File: config.mk
export PLATFORM = sky130hd
export DESIGN_NAME = fc_classifier
export DESIGN_NICKNAME = d
export VERILOG_FILES = /design/src/hdl/fc_pkg.sv /design/src/hdl/fc_apb_regs.sv /design/src/hdl/fc_addr_gen.sv /design/src/hdl/fc_mac8.sv /design/src/hdl/fc_argmax.sv /design/src/hdl/fc_classifier.sv
export SDC_FILE = /design/constraint.sdc
export NUM_CORES = 1
export LEC_CHECK = 0
export ABC_AREA = 1
export BUFFER_PORTS_ARGS = -buffer_cell sky130_fd_sc_hd__buf_4
export CAP_MARGIN = 0
export CORE_MARGIN = 1.5
export CORE_UTILIZATION = 50
export CTS_BUF_LIST = sky130_fd_sc_hd__clkbuf_16
export DETAILED_ROUTE_END_ITERATION = 10
export PLACE_DENSITY = 0.69
export SYNTH_ARGS = -nofsm -noshare
export SYNTH_HDL_FRONTEND = slang
export SYNTH_SLANG_ARGS = --single-unit
File: constraint.sdc
create_clock -name clk -period 10.6 [get_ports clk]
set_input_delay 1.06 -clock clk [delete_from_list [all_inputs] [get_ports clk]]
set_output_delay 1.06 -clock clk [all_outputs]
set_load 0.01 [all_outputs]
File: src/hdl/fc_pkg.sv
package fc_pkg;

    ////////////////////
    // Layer geometry
    localparam int FC_NUM_CLASSES   = 10;
    localparam int FC_WORDS_PER_ROW = 4;
    localparam int FC_LANES         = 8;
    localparam int FC_PIX_W         = 8;
    localparam int FC_WGT_W         = 4;
    localparam int FC_ACC_W         = 21;

    // Derived widths
    localparam int FC_FM_DW      = FC_LANES * FC_PIX_W;
    localparam int FC_W_DW       = FC_LANES * FC_WGT_W;
    localparam int FC_PROD_W     = FC_PIX_W + FC_WGT_W;
    localparam int FC_TREE_W     = FC_PROD_W + $clog2(FC_LANES);
    localparam int FC_WORD_CNT_W = $clog2(FC_WORDS_PER_ROW);
    localparam int FC_CLS_CNT_W  = $clog2(FC_NUM_CLASSES);

    ////////////////////
    // External memory and result widths
    localparam int FC_FM_ADDR_W = 16;
    localparam int FC_W_ADDR_W  = 16;
    localparam int FC_FM_BASE_W = 9;
    localparam int FC_W_BASE_W  = 13;
    localparam int FC_CLS_W     = 5;

    ////////////////////
    // APB register map
    localparam int FC_APB_AW = 8;
    localparam int FC_APB_DW = 32;

    localparam logic [FC_APB_AW-1:0] REG_CTRL      = 8'h00;
    localparam logic [FC_APB_AW-1:0] REG_FM_BASE   = 8'h04;
    localparam logic [FC_APB_AW-1:0] REG_W_BASE    = 8'h08;
    localparam logic [FC_APB_AW-1:0] REG_STATUS    = 8'h0C;
    localparam logic [FC_APB_AW-1:0] REG_RES_CLASS = 8'h10;
    localparam logic [FC_APB_AW-1:0] REG_RES_SCORE = 8'h14;

endpackage

File: src/hdl/fc_apb_regs.sv
`timescale 1ns/1ps

module fc_apb_regs import fc_pkg::*; (
    input  logic                    clk,
    input  logic                    rst_n,
    // APB slave
    input  logic                    i_psel,
    input  logic                    i_penable,
    input  logic                    i_pwrite,
    input  logic [FC_APB_AW-1:0]    i_paddr,
    input  logic [FC_APB_DW-1:0]    i_pwdata,
    output logic [FC_APB_DW-1:0]    o_prdata,
    output logic                    o_pready,
    output logic                    o_pslverr,
    // Core status and results
    input  logic                    i_busy,
    input  logic                    i_res_done,
    input  logic [FC_CLS_W-1:0]     i_res_class,
    input  logic [FC_ACC_W-1:0]     i_res_score,
    // Core control
    output logic                    o_start,
    output logic [FC_FM_BASE_W-1:0] o_fm_base,
    output logic [FC_W_BASE_W-1:0]  o_w_base
);

    logic                    access;
    logic                    wr_en;
    logic                    addr_hit;
    logic                    start_q;
    logic                    done_q;
    logic [FC_FM_BASE_W-1:0] fm_base_q;
    logic [FC_W_BASE_W-1:0]  w_base_q;

    // Access phase of a transfer, never stalled
    assign access   = i_psel & i_penable;
    assign wr_en    = access & i_pwrite;
    assign o_pready = 1'b1;

    ////////////////////
    // Read mux and address decode
    always_comb begin
        addr_hit = 1'b1;
        o_prdata = '0;
        case (i_paddr)
            REG_CTRL:      o_prdata = '0;
            REG_FM_BASE:   o_prdata = FC_APB_DW'(fm_base_q);
            REG_W_BASE:    o_prdata = FC_APB_DW'(w_base_q);
            REG_STATUS:    o_prdata = {{(FC_APB_DW-2){1'b0}}, done_q, i_busy};
            REG_RES_CLASS: o_prdata = FC_APB_DW'(i_res_class);
            REG_RES_SCORE: begin
                o_prdata = {{(FC_APB_DW-FC_ACC_W){i_res_score[FC_ACC_W-1]}}, i_res_score};
            end
            default:       addr_hit = 1'b0;
        endcase
    end

    assign o_pslverr = access & ~addr_hit;

    ////////////////////
    // Writable registers
    always_ff @(posedge clk or negedge rst_n) begin
        if (!rst_n) begin
            fm_base_q <= '0;
            w_base_q  <= '0;
            start_q   <= 1'b0;
        end else begin
            // Start only from idle, one cycle wide
            start_q <= wr_en && (i_paddr == REG_CTRL) && i_pwdata[0] && !i_busy;
            if (wr_en && (i_paddr == REG_FM_BASE)) begin
                fm_base_q <= i_pwdata[FC_FM_BASE_W-1:0];
            end
            if (wr_en && (i_paddr == REG_W_BASE)) begin
                w_base_q <= i_pwdata[FC_W_BASE_W-1:0];
            end
        end
    end

    // Sticky done, cleared when the next run starts
    always_ff @(posedge clk or negedge rst_n) begin
        if (!rst_n) begin
            done_q <= 1'b0;
        end else if (start_q) begin
            done_q <= 1'b0;
        end else if (i_res_done) begin
            done_q <= 1'b1;
        end
    end

    assign o_start   = start_q;
    assign o_fm_base = fm_base_q;
    assign o_w_base  = w_base_q;

endmodule

File: src/hdl/fc_addr_gen.sv
`timescale 1ns/1ps

module fc_addr_gen import fc_pkg::*; (
    input  logic                     clk,
    input  logic                     rst_n,
    input  logic                     i_start,
    input  logic [FC_FM_BASE_W-1:0]  i_fm_base,
    input  logic [FC_W_BASE_W-1:0]   i_w_base,
    output logic                     o_busy,
    output logic [FC_FM_ADDR_W-1:0]  o_fm_addr,
    output logic [FC_W_ADDR_W-1:0]   o_w_addr,
    output logic                     o_issue_valid,
    output logic                     o_row_first,
    output logic                     o_row_last,
    output logic [FC_CLS_CNT_W-1:0]  o_issue_class
);

    logic                     busy_q;
    logic [FC_WORD_CNT_W-1:0] word_cnt;
    logic [FC_CLS_CNT_W-1:0]  class_cnt;
    logic [FC_FM_ADDR_W-1:0]  fm_base_q;
    logic [FC_W_ADDR_W-1:0]   row_addr;
    logic                     last_word;
    logic                     last_class;

    assign last_word  = (word_cnt == FC_WORD_CNT_W'(FC_WORDS_PER_ROW - 1));
    assign last_class = (class_cnt == FC_CLS_CNT_W'(FC_NUM_CLASSES - 1));

    ////////////////////
    // Word and class counters
    always_ff @(posedge clk or negedge rst_n) begin
        if (!rst_n) begin
            busy_q    <= 1'b0;
            word_cnt  <= '0;
            class_cnt <= '0;
        end else if (i_start) begin
            busy_q    <= 1'b1;
            word_cnt  <= '0;
            class_cnt <= '0;
        end else if (busy_q) begin
            if (last_word) begin
                word_cnt  <= '0;
                class_cnt <= class_cnt + 1'b1;
                // Final word of the final class
                if (last_class) begin
                    busy_q <= 1'b0;
                end
            end else begin
                word_cnt <= word_cnt + 1'b1;
            end
        end
    end

    ////////////////////
    // Base latches; weight row start steps by one row per class
    always_ff @(posedge clk or negedge rst_n) begin
        if (!rst_n) begin
            fm_base_q <= '0;
            row_addr  <= '0;
        end else if (i_start) begin
            fm_base_q <= FC_FM_ADDR_W'(i_fm_base);
            row_addr  <= FC_W_ADDR_W'(i_w_base);
        end else if (busy_q && last_word) begin
            row_addr <= row_addr + FC_W_ADDR_W'(FC_WORDS_PER_ROW);
        end
    end

    assign o_fm_addr = fm_base_q + FC_FM_ADDR_W'(word_cnt);
    assign o_w_addr  = row_addr + FC_W_ADDR_W'(word_cnt);

    // Position tags for the datapath
    assign o_busy        = busy_q;
    assign o_issue_valid = busy_q;
    assign o_row_first   = busy_q & (word_cnt == '0);
    assign o_row_last    = busy_q & last_word;
    assign o_issue_class = class_cnt;

endmodule

File: src/hdl/fc_mac8.sv
`timescale 1ns/1ps

module fc_mac8 import fc_pkg::*; (
    input  logic                       clk,
    input  logic                       rst_n,
    input  logic [FC_FM_DW-1:0]        i_fm_data,
    input  logic [FC_W_DW-1:0]         i_w_data,
    input  logic                       i_issue_valid,
    input  logic                       i_row_first,
    input  logic                       i_row_last,
    input  logic [FC_CLS_CNT_W-1:0]    i_issue_class,
    output logic                       o_sum_valid,
    output logic signed [FC_ACC_W-1:0] o_sum_value,
    output logic [FC_CLS_CNT_W-1:0]    o_sum_class
);

    // Tags: d1 meets memory data, d2 the products, d3 the tree sum
    logic                        valid_d1, valid_d2, valid_d3;
    logic                        first_d1, first_d2, first_d3;
    logic                        last_d1, last_d2, last_d3;
    logic [FC_CLS_CNT_W-1:0]     class_d1, class_d2, class_d3;

    logic signed [FC_PIX_W-1:0]  pix [FC_LANES];
    logic signed [FC_WGT_W-1:0]  wgt [FC_LANES];
    logic signed [FC_PROD_W-1:0] prod_q [FC_LANES];
    logic signed [FC_PROD_W:0]   lvl1 [FC_LANES/2];
    logic signed [FC_PROD_W+1:0] lvl2 [FC_LANES/4];
    logic signed [FC_TREE_W-1:0] tree_sum;
    logic signed [FC_TREE_W-1:0] tree_q;
    logic signed [FC_ACC_W-1:0]  acc_q;
    logic                        sum_valid_q;
    logic [FC_CLS_CNT_W-1:0]     sum_class_q;

    ////////////////////
    // Lane split, lane 0 in the low bits
    always_comb begin
        for (int i = 0; i < FC_LANES; i++) begin
            pix[i] = i_fm_data[i*FC_PIX_W +: FC_PIX_W];
            wgt[i] = i_w_data[i*FC_WGT_W +: FC_WGT_W];
        end
    end

    // Pairwise adder tree over the registered products
    always_comb begin
        for (int i = 0; i < FC_LANES/2; i++) begin
            lvl1[i] = prod_q[2*i] + prod_q[2*i+1];
        end
        for (int i = 0; i < FC_LANES/4; i++) begin
            lvl2[i] = lvl1[2*i] + lvl1[2*i+1];
        end
        tree_sum = lvl2[0] + lvl2[1];
    end

    always_ff @(posedge clk or negedge rst_n) begin
        if (!rst_n) begin
            valid_d1    <= 1'b0;
            valid_d2    <= 1'b0;
            valid_d3    <= 1'b0;
            sum_valid_q <= 1'b0;
        end else begin
            valid_d1    <= i_issue_valid;
            valid_d2    <= valid_d1;
            valid_d3    <= valid_d2;
            sum_valid_q <= valid_d3 & last_d3;
        end
    end

    ////////////////////
    // Data pipeline with tags alongside
    always_ff @(posedge clk) begin
        {first_d1, last_d1, class_d1} <= {i_row_first, i_row_last, i_issue_class};
        {first_d2, last_d2, class_d2} <= {first_d1, last_d1, class_d1};
        {first_d3, last_d3, class_d3} <= {first_d2, last_d2, class_d2};
        for (int i = 0; i < FC_LANES; i++) begin
            prod_q[i] <= pix[i] * wgt[i];
        end
        tree_q <= tree_sum;
        // Row accumulator restarts on the first word
        if (valid_d3) begin
            acc_q <= first_d3 ? FC_ACC_W'(tree_q) : acc_q + tree_q;
        end
        sum_class_q <= class_d3;
    end

    assign o_sum_valid = sum_valid_q;
    assign o_sum_value = acc_q;
    assign o_sum_class = sum_class_q;

endmodule

File: src/hdl/fc_argmax.sv
`timescale 1ns/1ps

module fc_argmax import fc_pkg::*; (
    input  logic                       clk,
    input  logic                       rst_n,
    input  logic                       i_start,
    input  logic                       i_sum_valid,
    input  logic signed [FC_ACC_W-1:0] i_sum_value,
    input  logic [FC_CLS_CNT_W-1:0]    i_sum_class,
    output logic [FC_CLS_W-1:0]        o_class,
    output logic signed [FC_ACC_W-1:0] o_score,
    output logic                       o_done
);

    logic                       seen_q;
    logic [FC_CLS_W-1:0]        best_class;
    logic signed [FC_ACC_W-1:0] best_score;
    logic                       done_q;
    logic                       take;

    // First sum always loads, later ones only if strictly larger
    assign take = i_sum_valid & (~seen_q | (i_sum_value > best_score));

    always_ff @(posedge clk or negedge rst_n) begin
        if (!rst_n) begin
            seen_q     <= 1'b0;
            best_class <= '0;
            best_score <= '0;
            done_q     <= 1'b0;
        end else begin
            done_q <= i_sum_valid && (i_sum_class == FC_CLS_CNT_W'(FC_NUM_CLASSES - 1));
            if (i_start) begin
                seen_q     <= 1'b0;
                best_class <= '0;
                best_score <= '0;
            end else if (take) begin
                seen_q     <= 1'b1;
                best_class <= FC_CLS_W'(i_sum_class);
                best_score <= i_sum_value;
            end
        end
    end

    assign o_class = best_class;
    assign o_score = best_score;
    assign o_done  = done_q;

endmodule

File: src/hdl/fc_classifier.sv
`timescale 1ns/1ps

module fc_classifier import fc_pkg::*; (
    input  logic                    clk,
    input  logic                    rst_n,
    // APB slave
    input  logic                    i_psel,
    input  logic                    i_penable,
    input  logic                    i_pwrite,
    input  logic [FC_APB_AW-1:0]    i_paddr,
    input  logic [FC_APB_DW-1:0]    i_pwdata,
    output logic [FC_APB_DW-1:0]    o_prdata,
    output logic                    o_pready,
    output logic                    o_pslverr,
    // Feature and weight memories
    output logic [FC_FM_ADDR_W-1:0] o_fm_addr,
    input  logic [FC_FM_DW-1:0]     i_fm_data,
    output logic [FC_W_ADDR_W-1:0]  o_w_addr,
    input  logic [FC_W_DW-1:0]      i_w_data,
    output logic                    o_done
);

    logic                       start_pulse;
    logic [FC_FM_BASE_W-1:0]    fm_base;
    logic [FC_W_BASE_W-1:0]     w_base;
    logic                       busy;

    logic                       issue_valid;
    logic                       row_first;
    logic                       row_last;
    logic [FC_CLS_CNT_W-1:0]    issue_class;

    logic                       sum_valid;
    logic signed [FC_ACC_W-1:0] sum_value;
    logic [FC_CLS_CNT_W-1:0]    sum_class;

    logic [FC_CLS_W-1:0]        result_class;
    logic signed [FC_ACC_W-1:0] result_score;
    logic                       result_done;

    ////////////////////
    // Register file
    fc_apb_regs u_regs (
        .clk         (clk),
        .rst_n       (rst_n),
        .i_psel      (i_psel),
        .i_penable   (i_penable),
        .i_pwrite    (i_pwrite),
        .i_paddr     (i_paddr),
        .i_pwdata    (i_pwdata),
        .o_prdata    (o_prdata),
        .o_pready    (o_pready),
        .o_pslverr   (o_pslverr),
        .i_busy      (busy),
        .i_res_done  (result_done),
        .i_res_class (result_class),
        .i_res_score (result_score),
        .o_start     (start_pulse),
        .o_fm_base   (fm_base),
        .o_w_base    (w_base)
    );

    ////////////////////
    // Address sequencer, datapath, argmax
    fc_addr_gen u_addr_gen (
        .clk           (clk),
        .rst_n         (rst_n),
        .i_start       (start_pulse),
        .i_fm_base     (fm_base),
        .i_w_base      (w_base),
        .o_busy        (busy),
        .o_fm_addr     (o_fm_addr),
        .o_w_addr      (o_w_addr),
        .o_issue_valid (issue_valid),
        .o_row_first   (row_first),
        .o_row_last    (row_last),
        .o_issue_class (issue_class)
    );

    fc_mac8 u_mac (
        .clk           (clk),
        .rst_n         (rst_n),
        .i_fm_data     (i_fm_data),
        .i_w_data      (i_w_data),
        .i_issue_valid (issue_valid),
        .i_row_first   (row_first),
        .i_row_last    (row_last),
        .i_issue_class (issue_class),
        .o_sum_valid   (sum_valid),
        .o_sum_value   (sum_value),
        .o_sum_class   (sum_class)
    );

    fc_argmax u_argmax (
        .clk         (clk),
        .rst_n       (rst_n),
        .i_start     (start_pulse),
        .i_sum_valid (sum_valid),
        .i_sum_value (sum_value),
        .i_sum_class (sum_class),
        .o_class     (result_class),
        .o_score     (result_score),
        .o_done      (result_done)
    );

    assign o_done = result_done;

endmodule

==> results of run 1 <==
==> synthesized netlist by cell type (all sizes together), types with 2 or more instances <==
| master | number | area, sq um |
|---|---|---|
| a211oi | 5 | 37.5 |
| a21boi | 3 | 22.5 |
| a21oi | 77 | 385 |
| a221oi | 2 | 17.5 |
| a22oi | 2 | 15.0 |
| a31oi | 8 | 50.1 |
| buf | 37 | 282 |
| clkbuf | 33 | 124 |
| conb | 2 | 7.51 |
| dfrtp | 87 | 2180 |
| dfxtp | 133 | 2660 |
| edfxtp | 21 | 631 |
| fa | 214 | 4280 |
| ha | 225 | 2820 |
| inv | 605 | 2270 |
| mux2 | 2 | 22.5 |
| nand2 | 519 | 1980 |
| nand3 | 81 | 510 |
| nand3b | 4 | 30.0 |
| nand4 | 47 | 294 |
| nor2 | 118 | 448 |
| nor3 | 13 | 65.1 |
| nor4 | 5 | 31.3 |
| o2111ai | 2 | 17.5 |
| o211ai | 11 | 82.6 |
| o21a | 2 | 15.0 |
| o21ai | 84 | 424 |
| o21bai | 3 | 22.5 |
| o221ai | 10 | 87.6 |
| o22ai | 4 | 25.0 |
| or2 | 54 | 338 |
| xnor2 | 46 | 403 |
| xor2 | 82 | 718 |
==> cells by family (layout without fill, tap and decap cells) <==
family,count (synthesis),count (layout),synth area share (%)
compound gates,214,214,5.68
xor+xnor,128,128,5.26
fa+ha+maj,439,439,33.3
buf+inv,676,840,12.6
flops,241,241,25.7
mux,2,2,0.106
other cells,2,7,0.0352
simple gates,842,842,17.4
==> worst register-to-register path, stage by stage, from the launching register on <==
cell     delay [ns]
dfxtp_1        0.33
fa_1           0.54
inv_1          0.06
fa_1           0.51
fa_1           0.52
fa_1           0.48
inv_1          0.06
ha_1           0.17
inv_1          0.06
fa_1           0.39
o21ai_0        0.39
nand2_1        0.09
nand2_1        0.10
nand2_1        0.05
nand2_1        0.09
a31oi_1        0.10
xnor2_1        0.14
==> placed cells by master (no fill, tap or decap), drive strengths merged, types with 2 or more instances in the layout <==
master and instances:
inv 610, nand2 519, ha 225, fa 214
buf 186, dfxtp 133, nor2 118, dfrtp 87
o21ai 84, xor2 82, nand3 81, a21oi 77
or2 54, nand4 47, xnor2 46, clkbuf 29
edfxtp 21, clkinv 14, nor3 13, o211ai 11
o221ai 10, a31oi 8, conb 7, a211oi 5
nor4 5, nand3b 4, o22ai 4, o21bai 3
a21boi 3, a22oi 2, o2111ai 2, a221oi 2
mux2 2, o21a 2
==> metrics by stage <==
step / setup slack, ns / cell area [sq um] / util, % / hold WS, ns
floorplan: 6.29 / 21300 / - / 0.310
global placement: 5.98 / 23000 / 54.7 / 0.313
CTS: 6.35 / 23800 / 56.7 / 0.320
detailed placement: 5.94 / 23000 / 54.7 / 0.312
finish: 6.40 / 23800 / 56.7 / 0.322
global route: 6.11 / 23800 / 56.7 / 0.328
==> metal layers <==
layer | GRT usage (%) | up-vias | routed length [um]
li1 | - | 8037 | -
met1 | 26.8 | 7836 | 19400
met2 | 40.6 | 317 | 23700
met3 | 1.71 | 71 | 1620
met4 | 4.81 | 0 | 993
met5 | 0 | - | 0
==> registers in the layout, indices dropped and copies added, names as in the netlist, 2 cells and up <==
name                      count
u_regs.o_fm_base              9
u_addr_gen.row_addr          16
u_addr_gen.o_issue_class      4
u_mac.class_d3                4
u_mac.tree_q                 15
u_regs.o_w_base              13
u_addr_gen.fm_base_q          9
u_argmax.o_class              4
u_addr_gen.word_cnt           2
u_mac.class_d2                4
u_argmax.o_score             21
u_mac.prod_q                 96
u_mac.class_d1                4
u_mac.o_sum_class             4
u_mac.o_sum_value            21
==> final timing paths <==
| check | startpoint | endpoint | slack, ns | depth (start not counted) |
|---|---|---|---|---|
| hold / removal | u_mac.class_d3[2]$_DFF_P_ | u_mac.o_sum_class[2]$_DFF_P_ | 0.32 | 0 |
| hold reg to reg | u_mac.class_d3[2]$_DFF_P_ | u_mac.o_sum_class[2]$_DFF_P_ | 0.32 | 0 |
| setup reg to reg | u_mac.prod_q[1][2]$_DFF_P_ | u_mac.tree_q[12]$_DFF_P_ | 6.40 | 16 |
| max in group asynchronous | rst_n | u_argmax.o_score[17]$_DFFE_PN0P_ | 9.02 | 2 |
| setup / recovery | u_mac.prod_q[1][2]$_DFF_P_ | u_mac.tree_q[12]$_DFF_P_ | 6.40 | 16 |
| min in group asynchronous | rst_n | u_addr_gen.row_addr[11]$_DFFE_PN0N_ | 0.34 | 1 |
==> final cells by class <==
class / instances / area (sq um) / share of cell area, %
multi-input cells: 1632 / 13200 / 55.3
flip-flops and latches: 241 / 5470 / 23.0
inverters: 606 / 2270 / 9.55
repair buffers: 186 / 1400 / 5.86
clock buffers: 29 / 726 / 3.05
well taps: 539 / 674 / 2.83
clock inverters: 19 / 101 / 0.425
==> summary.md, run 1 <==
| Metric | Value |
|---|---|
| Register area share after synthesis | ~26% |
| Worst min-delay path category | reg -> reg |
| Critical Path RT | approximately 11 ns |
| Critical path arrival | 4.61 ns |
| Routed via count | 16.3k |
| ANT cells | 0 |
| MaxCap Viol Count | 0 |
| DIE HEIGHT | around 210 um |
| Max FO, Critical Path | 3 |
| Remaining global-route overflow | 0 |
| Buffers on Ports | 181 |
| Filler cells | 3846 |
| Worst path slowest cell | fa_1 |
| H-Tree Level Count | 1 |
| Core area | 42000 sq um |
| CTS Sinks | approximately 240 |
| Post-CTS sizing | 0 |
| Fmax | approximately 240 MHz |
| CP delay by family, top | adder cells |
| Initial antenna violation count | 0 |
| 1st-pass router iterations | 7 |
| Largest net degree at the start of global routing | 79 |
| CP peak stage delay | 0.54 ns |
| Worst path most repeated cell | fa_1 |
| Pins over their slew limit | 0 |
| Synth Warn # | 0 |
| TritonCTS clock tree | yes |
| CP Launch Type | flop |
| Root buf cell | clkbuf_16 |
| # DRC | 0 |
| Hpwl dp | around 38000 um |
| Clock skew | approximately 0.02 ns |
| First-pass GRT wire length | slightly below 80000 um |
| Status | completed |
| Clk pin slew, worst setup/hold paths | ~0.060 ns |
| Worst rel slew slack | a little under a third |
| Worst setup EP type | flop |
| RSZ-0062 raised after global routing | no |
| Vias in the first global route | between 15k and 20k |
| TNS Setup | 0 ns |
| Post-CTS setup buffers | 0 |
| Die area | roughly 44000 sq um |
| Final min period | about 4.2 ns |
| I/O pin total | around 210 |
| Synth Register Bits | 241 |
| Placed insts | about 3.2k |
| Layout cells sized above 1 | 11.5% |
| Starting Density | around 50% |
| Crit share post-route | a little under 40% |
| P&R area growth vs syn | 11.8% |
| Via density | between 5 and 6 |
| Routed wire length | 45700 um |
| Total GRT Usage | 21.6% |
| TritonCTS buffer count | 26 |
| Later-pin clock latency in the skew report | between 0.5 and 0.6 ns |
| Async set or reset register ratio after synthesis | between 30% and 40% |
| Maximum root-to-sink buffer count | 3 |
| Synthesized area | roughly 21000 sq um |
| Buffers and inverters on the worst path | 3 |
| Mapped Cells | approximately 2.5k |
| Final hold vios | 0 |
| Iter 0 DRT Violations | roughly 900 |
| Non-Filler Instances | approximately 3.3k |
| Avg WL per Cell | 14.0 um |
| Post-synth EDFFs | 21 |
| Nets | 3273 |
| Worst Max-Slew Pin Slew | 1.04 ns |
| Setup violations, final | 0 |
| Post-synth cell types | 49 |
| Hold buffers post-CTS | 0 |
| Critical path class | reg -> reg |
| Most used DFF post-synth | dfxtp_1 |
| Routability Congestion | 0.902 |
| Syn avg cell area | between 8 and 9 sq um |
| Cell chain of the critical path | fa_1 > inv_1 > fa_1 > fa_1 > fa_1 > inv_1 > ha_1 > inv_1 > fa_1 > o21ai_0 > nand2_1 > nand2_1 > nand2_1 > nand2_1 > a31oi_1 > xnor2_1 |
| Row count | 75 |
| Die Wd | about 210 um |
| Post-route ant nets | 0 |
Power of run 1 is left out: the tool's default activity adds up to more than one toggle a clock period on the data nets, which glitch-free logic cannot reach.
==> inputs of run 2 (changes only) <==
==> constraint.sdc (replaced) <==
create_clock -name clk -period 4.3 [get_ports clk]
set_input_delay 0.43 -clock clk [delete_from_list [all_inputs] [get_ports clk]]
set_output_delay 0.43 -clock clk [all_outputs]
set_load 0.01 [all_outputs]
==> summary.md, run 2 (same netlist as run 1, synthesis figures left out) <==
| Metric | Value |
|---|---|
| TritonCTS clock tree | yes |
| Routed wire length | 46100 um (+0.95%) |
| TritonCTS buffer count | 27 (+3.8%) |
| Clock skew | 0.0155 ns (-0.00397 ns) |
| Hpwl dp | 38200 um (+0.87%) |
| Worst path slowest cell | fa_1 |
| Worst min-delay path category | in -> reg |
| Worst R2R Start | u_mac.prod_q[1][2]$_DFF_P_ |
| 1st-pass router iterations | 7 (unchanged) |
| Post-layout utilization of the core | 57.0% (+0.30 points) |
| TNS Setup | 0 ns (unchanged) |
| Root buf cell | clkbuf_16 |
| Commonest non-fill, non-tap cells in the layout | 603 x inv_1, 513 x nand2_1, 225 x ha_1 |
| Largest net degree at the start of global routing | 52 (-34%) |
| Final min period | 4.07 ns (-0.136 ns) |
| Commonest non-fill, non-tap cell in the layout | inv_1 |
| H-Tree Level Count | 1 (unchanged) |
| Final hold vios | 0 (unchanged) |
| CP peak stage delay | 0.54 ns (about the same) |
| Total GRT Usage | 21.6% (about the same) |
| Die area | 43900 sq um (unchanged) |
| MaxCap Viol Count | 0 (unchanged) |
| # DRC | 0 (unchanged) |
| Critical Path RT | 4.72 ns (-6.29 ns) |
| Later-pin clock latency in the skew report | 0.54 ns (about the same) |
| Critical path class | reg -> reg |
| Worst setup EP type | flop |
| Crit share post-route | 94.6% (+55 points) |
| Routed via count | 16.2k (-0.46%) |
| Worst path most repeated cell | fa_1 |
| Fmax | 246 MHz (+3.3%) |
| Core area | 42000 sq um (unchanged) |
| Worst hold slack | 0.118 ns (-0.204 ns) |
| Pins over their slew limit | 0 (unchanged) |
| Crit. Startpoint | u_mac.prod_q[1][2]$_DFF_P_ |
| CTS Sinks | 241 (unchanged) |
| Row count | 75 (unchanged) |
| Routability Congestion | 0.903 (+0.12%) |
| Vias in the first global route | 16.7k (-0.96%) |
| DIE HEIGHT | 209 um (unchanged) |
| RSZ-0062 raised after global routing | no |
| CP Launch Type | flop |
| Status | completed |
| HP Start | i_fm_data[56] |
| Filler cells | 3805 (-1.1%) |
| Initial antenna violation count | 0 (unchanged) |
| Area post-placement | 23000 sq um (about the same) |
| Die Wd | 209 um (unchanged) |
| Buffers on Ports | 181 (unchanged) |
| Avg WL per Cell | 14.1 um (+0.77%) |
| Post-route cell area | 24000 sq um (+0.54%) |
| I/O pin total | 208 (unchanged) |
| Flip-flop count of the largest register after layout | 96 (unchanged) |
| Post-route ant nets | 0 (unchanged) |
| Worst rel slew slack | 29.5% (-1.1 points) |
| Setup violations, final | 0 (unchanged) |
| Register area | 5470 sq um (unchanged) |
| Remaining global-route overflow | 0 (unchanged) |
| Critical path arrival | 4.49 ns (-0.12 ns) |
| P&R area growth vs syn | 12.4% |
| Layout cells sized above 1 | 11.8% (+0.31 points) |
| Clk pin slew, worst setup/hold paths | 0.06 ns (about the same) |
| Cell chain of the critical path | fa_1 > inv_1 > fa_1 > fa_1 > fa_1 > inv_1 > ha_1 > inv_1 > fa_1 > o21ai_0 > nand2_1 > nand2_1 > nand2_1 > nand2_1 > a31oi_1 > xnor2_1 |
| Via density | 4.97 (-0.64%) |
| Reg with most FFs | u_mac.prod_q |
| ANT cells | 0 (unchanged) |
| Maximum root-to-sink buffer count | 3 (unchanged) |
| Iter 0 DRT Violations | 735 (-18%) |
| First-pass GRT wire length | 78400 um (-0.26%) |
| Multi-input gate area | 13200 sq um (unchanged) |
| Starting Density | 50.7% (unchanged) |
| Nets | 3278 (+0.15%) |
| Max FO, Critical Path | 2 (-1) |
| Worst Max-Slew Pin Slew | 1.06 ns (+0.0169 ns) |
| Post-CTS setup buffers | 0 (unchanged) |
==> run 2: worst max-delay path: cells and delay by family, from the launching register on <==
family	cells	cell delay, ns
buf+inv	3	0.18
simple gates	4	0.33
compound gates	2	0.38
flops	1	0.32
fa+ha+maj	6	2.60
xor+xnor	1	0.14
==> run 2: layout make-up <==
cell class              instances  area share (%)
multi-input cells            1632            55.0
flip-flops and latches        241            22.8
inverters                     606            9.50
repair buffers                190            5.97
clock buffers                  28            2.93
well taps                     539            2.82
clock inverters                22           0.925
==> run 2: worst paths after layout <==
kind / end / slack [ns] / cells past startpoint
max reg2reg: u_mac.tree_q[12]$_DFF_P_ / 0.23 / 16
max: u_mac.tree_q[12]$_DFF_P_ / 0.23 / 16
min: u_mac.prod_q[1][36]$_DFF_P_ / 0.12 / 3
min reg2reg: u_mac.class_d2[2]$_DFF_P_ / 0.32 / 0
max in group asynchronous: u_argmax.o_score[15]$_DFFE_PN0P_ / 2.90 / 3
min in group asynchronous: u_addr_gen.row_addr[13]$_DFFE_PN0N_ / 0.45 / 2
==> run 2: per-layer routing <==
layer,GRT usage (%),part of all wire [%],vias to the layer above
met3,1.83,3.1,56
met5,0,0,-
li1,-,-,8044
met4,4.34,2.0,0
met1,26.6,43,7779
met2,41.0,52,307
==> run 2: stage by stage <==
| stage | setup slack, ns | std cells |
|---|---|---|
| global route | 0.0103 | 3258 |
| detailed placement | 0.232 | 3207 |
| floorplan | 0.393 | 2549 |
| CTS | 0.223 | 3258 |
| finish | 0.232 | 3258 |
| global placement | 0.276 | 3207 |
==> run 2: repair_timing <==
item	CTS	global route
endpoints found under the setup margin	0	1
endpoints found under the hold margin	50	0
hold buffers	1	0
gates resized for setup	0	1
Power of run 2 is left out for the same reason.
==> inputs of run 3 (changes only) <==
--- a/config.mk
+++ b/config.mk
@@ -8,9 +8,8 @@
 export ABC_AREA = 1
 export BUFFER_PORTS_ARGS = -buffer_cell sky130_fd_sc_hd__buf_4
 export CAP_MARGIN = 0
-export CORE_MARGIN = 1.5
+export CORE_MARGIN = 4
 export CORE_UTILIZATION = 50
-export CTS_BUF_LIST = sky130_fd_sc_hd__clkbuf_16
 export DETAILED_ROUTE_END_ITERATION = 10
 export PLACE_DENSITY = 0.69
 export SYNTH_ARGS = -nofsm -noshare
==> summary.md, run 3 (same netlist as run 1, synthesis figures left out) <==
| Metric | Value |
|---|---|
| Die area | 46000 sq um (+4.8%) |
| Initial antenna violation count | 0 (unchanged) |
| Via density | 4.97 (about the same) |
| Critical path class | reg -> reg |
| Worst Max-Slew Pin Slew | 1.05 ns (-0.0106 ns) |
| Maximum root-to-sink buffer count | 3 (unchanged) |
| Post-CTS setup buffers | 0 (unchanged) |
| Final min period | 4.05 ns (-0.0145 ns) |
| Register area | 5470 sq um (unchanged) |
| Iter 0 DRT Violations | 960 (+31%) |
| Routed wire length | 46700 um (+1.4%) |
| Routability Congestion | 0.855 (-5.3%) |
| # DRC | 0 (unchanged) |
| GR peak layer | met2 |
| I/O pin total | 208 (unchanged) |
| Final hold vios | 0 (unchanged) |
| ANT cells | 0 (unchanged) |
| Global-route met2 utilization | 38.2% (-2.8 points) |
| Max FO, Critical Path | 3 (+1) |
| CTS Sinks | 241 (unchanged) |
| MaxCap Viol Count | 0 (unchanged) |
| Clock skew | 0.0316 ns (+0.0161 ns) |
| Post-layout utilization of the core | 57.1% (+0.10 points) |
| Crit share post-route | 94.3% (-0.34 points) |
| TritonCTS clock tree | yes |
| Buffers on Ports | 181 (unchanged) |
| CP Launch Type | flop |
| Vias in the first global route | 16.9k (+0.72%) |
| TritonCTS buffer count | 28 (+3.7%) |
| Hpwl dp | 38700 um (+1.5%) |
| Worst hold slack | 0.100 ns (-0.0175 ns) |
| 1st-pass router iterations | 5 (-2) |
| Starting Density | 50.7% (unchanged) |
| Placed insts | 3208 (+0.031%) |
| Layout cells sized above 1 | 11.9% (+0.10 points) |
| Row count | 75 (unchanged) |
| GR Util met3 | 1.91% (+0.087 points) |
| Filler cells | 3791 (-0.37%) |
| Worst rel slew slack | 30.2% (+0.70 points) |
| Non-Filler Instances | 3260 (+0.061%) |
| Clk pin slew, worst setup/hold paths | 0.06 ns (about the same) |
| Post-route ant nets | 0 (unchanged) |
| Root buf cell | clkbuf_16 |
| Cell chain of the critical path | inv_1 > fa_1 > inv_1 > fa_1 > fa_1 > inv_1 > fa_1 > inv_1 > ha_1 > nand3_1 > nand2_1 > a31oi_2 > o21ai_0 > a21oi_1 > xor2_1 |
| Status | completed |
| Core area | 42000 sq um (unchanged) |
| Setup violations, final | 0 (unchanged) |
| Worst setup EP type | flop |
| P&R area growth vs syn | 12.6% |
| Critical path arrival | 4.47 ns (-0.02 ns) |
| First-pass GRT wire length | 79600 um (+1.4%) |
| H-Tree Level Count | 1 (unchanged) |
| TNS Setup | 0 ns (unchanged) |
| Commonest non-fill, non-tap cells in the layout | 603 x inv_1, 513 x nand2_1, 225 x ha_1 |
| Nets | 3280 (+0.061%) |
| Pins over their slew limit | 0 (unchanged) |
| CP peak stage delay | 0.59 ns (+0.05 ns) |
| Commonest non-fill, non-tap cell in the layout | inv_1 |
| Fmax | 247 MHz (+0.36%) |
| Worst min-delay path category | in -> reg |
| DIE HEIGHT | 214 um (+2.4%) |
| Later-pin clock latency in the skew report | 0.55 ns (about the same) |
| Met1 usage | 25.6% (-1.1 points) |
| Remaining global-route overflow | 0 (unchanged) |
| Reg with most FFs | u_mac.prod_q |
| Critical Path RT | 4.71 ns (about the same) |
| Die Wd | 214 um (+2.4%) |
| Multi-input gate area | 13200 sq um (about the same) |
| Worst path slowest cell | fa_1 |
| Avg WL per Cell | 14.3 um (+1.3%) |
| Routed via count | 16.2k (unchanged) |
| Total GRT Usage | 20.4% (-1.2 points) |
| Flip-flop count of the largest register after layout | 96 (unchanged) |
| Largest net degree at the start of global routing | 64 (+23%) |
[run 3: final timing paths]
| path | slack (ns) | depth (start not counted) | start | end |
|---|---|---|---|---|
| setup / recovery | 0.25 | 15 | u_mac.prod_q[1][3]$_DFF_P_ | u_mac.tree_q[11]$_DFF_P_ |
| hold / removal | 0.10 | 3 | i_fm_data[40] | u_mac.prod_q[1][12]$_DFF_P_ |
| setup reg to reg | 0.25 | 15 | u_mac.prod_q[1][3]$_DFF_P_ | u_mac.tree_q[11]$_DFF_P_ |
| min in group asynchronous | 0.52 | 2 | rst_n | u_addr_gen.row_addr[9]$_DFFE_PN0N_ |
| hold reg to reg | 0.32 | 0 | u_mac.class_d2[0]$_DFF_P_ | u_mac.class_d3[0]$_DFF_P_ |
| max in group asynchronous | 2.88 | 3 | rst_n | u_argmax.o_score[16]$_DFFE_PN0P_ |
[run 3: worst max-delay path: cells and delay by family, from the launching register on]
| kind | cells | cell delay, ns |
|---|---|---|
| adders and majority gates | 5 | 2.43 |
| AOI/OAI and AO/OA | 3 | 0.57 |
| DFF | 1 | 0.32 |
| buffers and inverters | 4 | 0.24 |
| and+or+nand+nor | 2 | 0.22 |
| xor gates and xnor gates | 1 | 0.16 |
[run 3: stage by stage]
stage	setup WS, ns	cell area (sq um)
3_3_place_gp	0.258	23000
6_report	0.247	24000
3_5_place_dp	0.224	23000
5_1_grt	-0.0105	24000
4_1_cts	0.187	24000
2_1_floorplan	0.393	21300
[run 3: per-layer routing]
layer,vias to the layer above,part of all wire [%],wire (um)
li1,8060,-,-
met1,7766,43,20000
met2,297,52,24300
met3,63,3.2,1490
met4,0,2.1,979
met5,-,0,0
[run 3: timing repair]
action / 4_1_cts / 5_1_grt
resized for setup: 0 / 3
endpoints found under the setup margin: 0 / 3
hold endpoints to repair: 43 / 0
hold buffers: 1 / 0
[run 3: final cells by class]
| type | count | area share, % |
|---|---|---|
| Sequential cell | 241 | 22.8 |
| Inverter | 606 | 9.48 |
| Tap cell | 539 | 2.81 |
| Multi-Input combinational cell | 1632 | 55.0 |
| Clock inverter | 10 | 0.391 |
| Timing Repair Buffer | 191 | 5.99 |
| Clock buffer | 41 | 3.56 |
Power of run 3 is left out for the same reason.
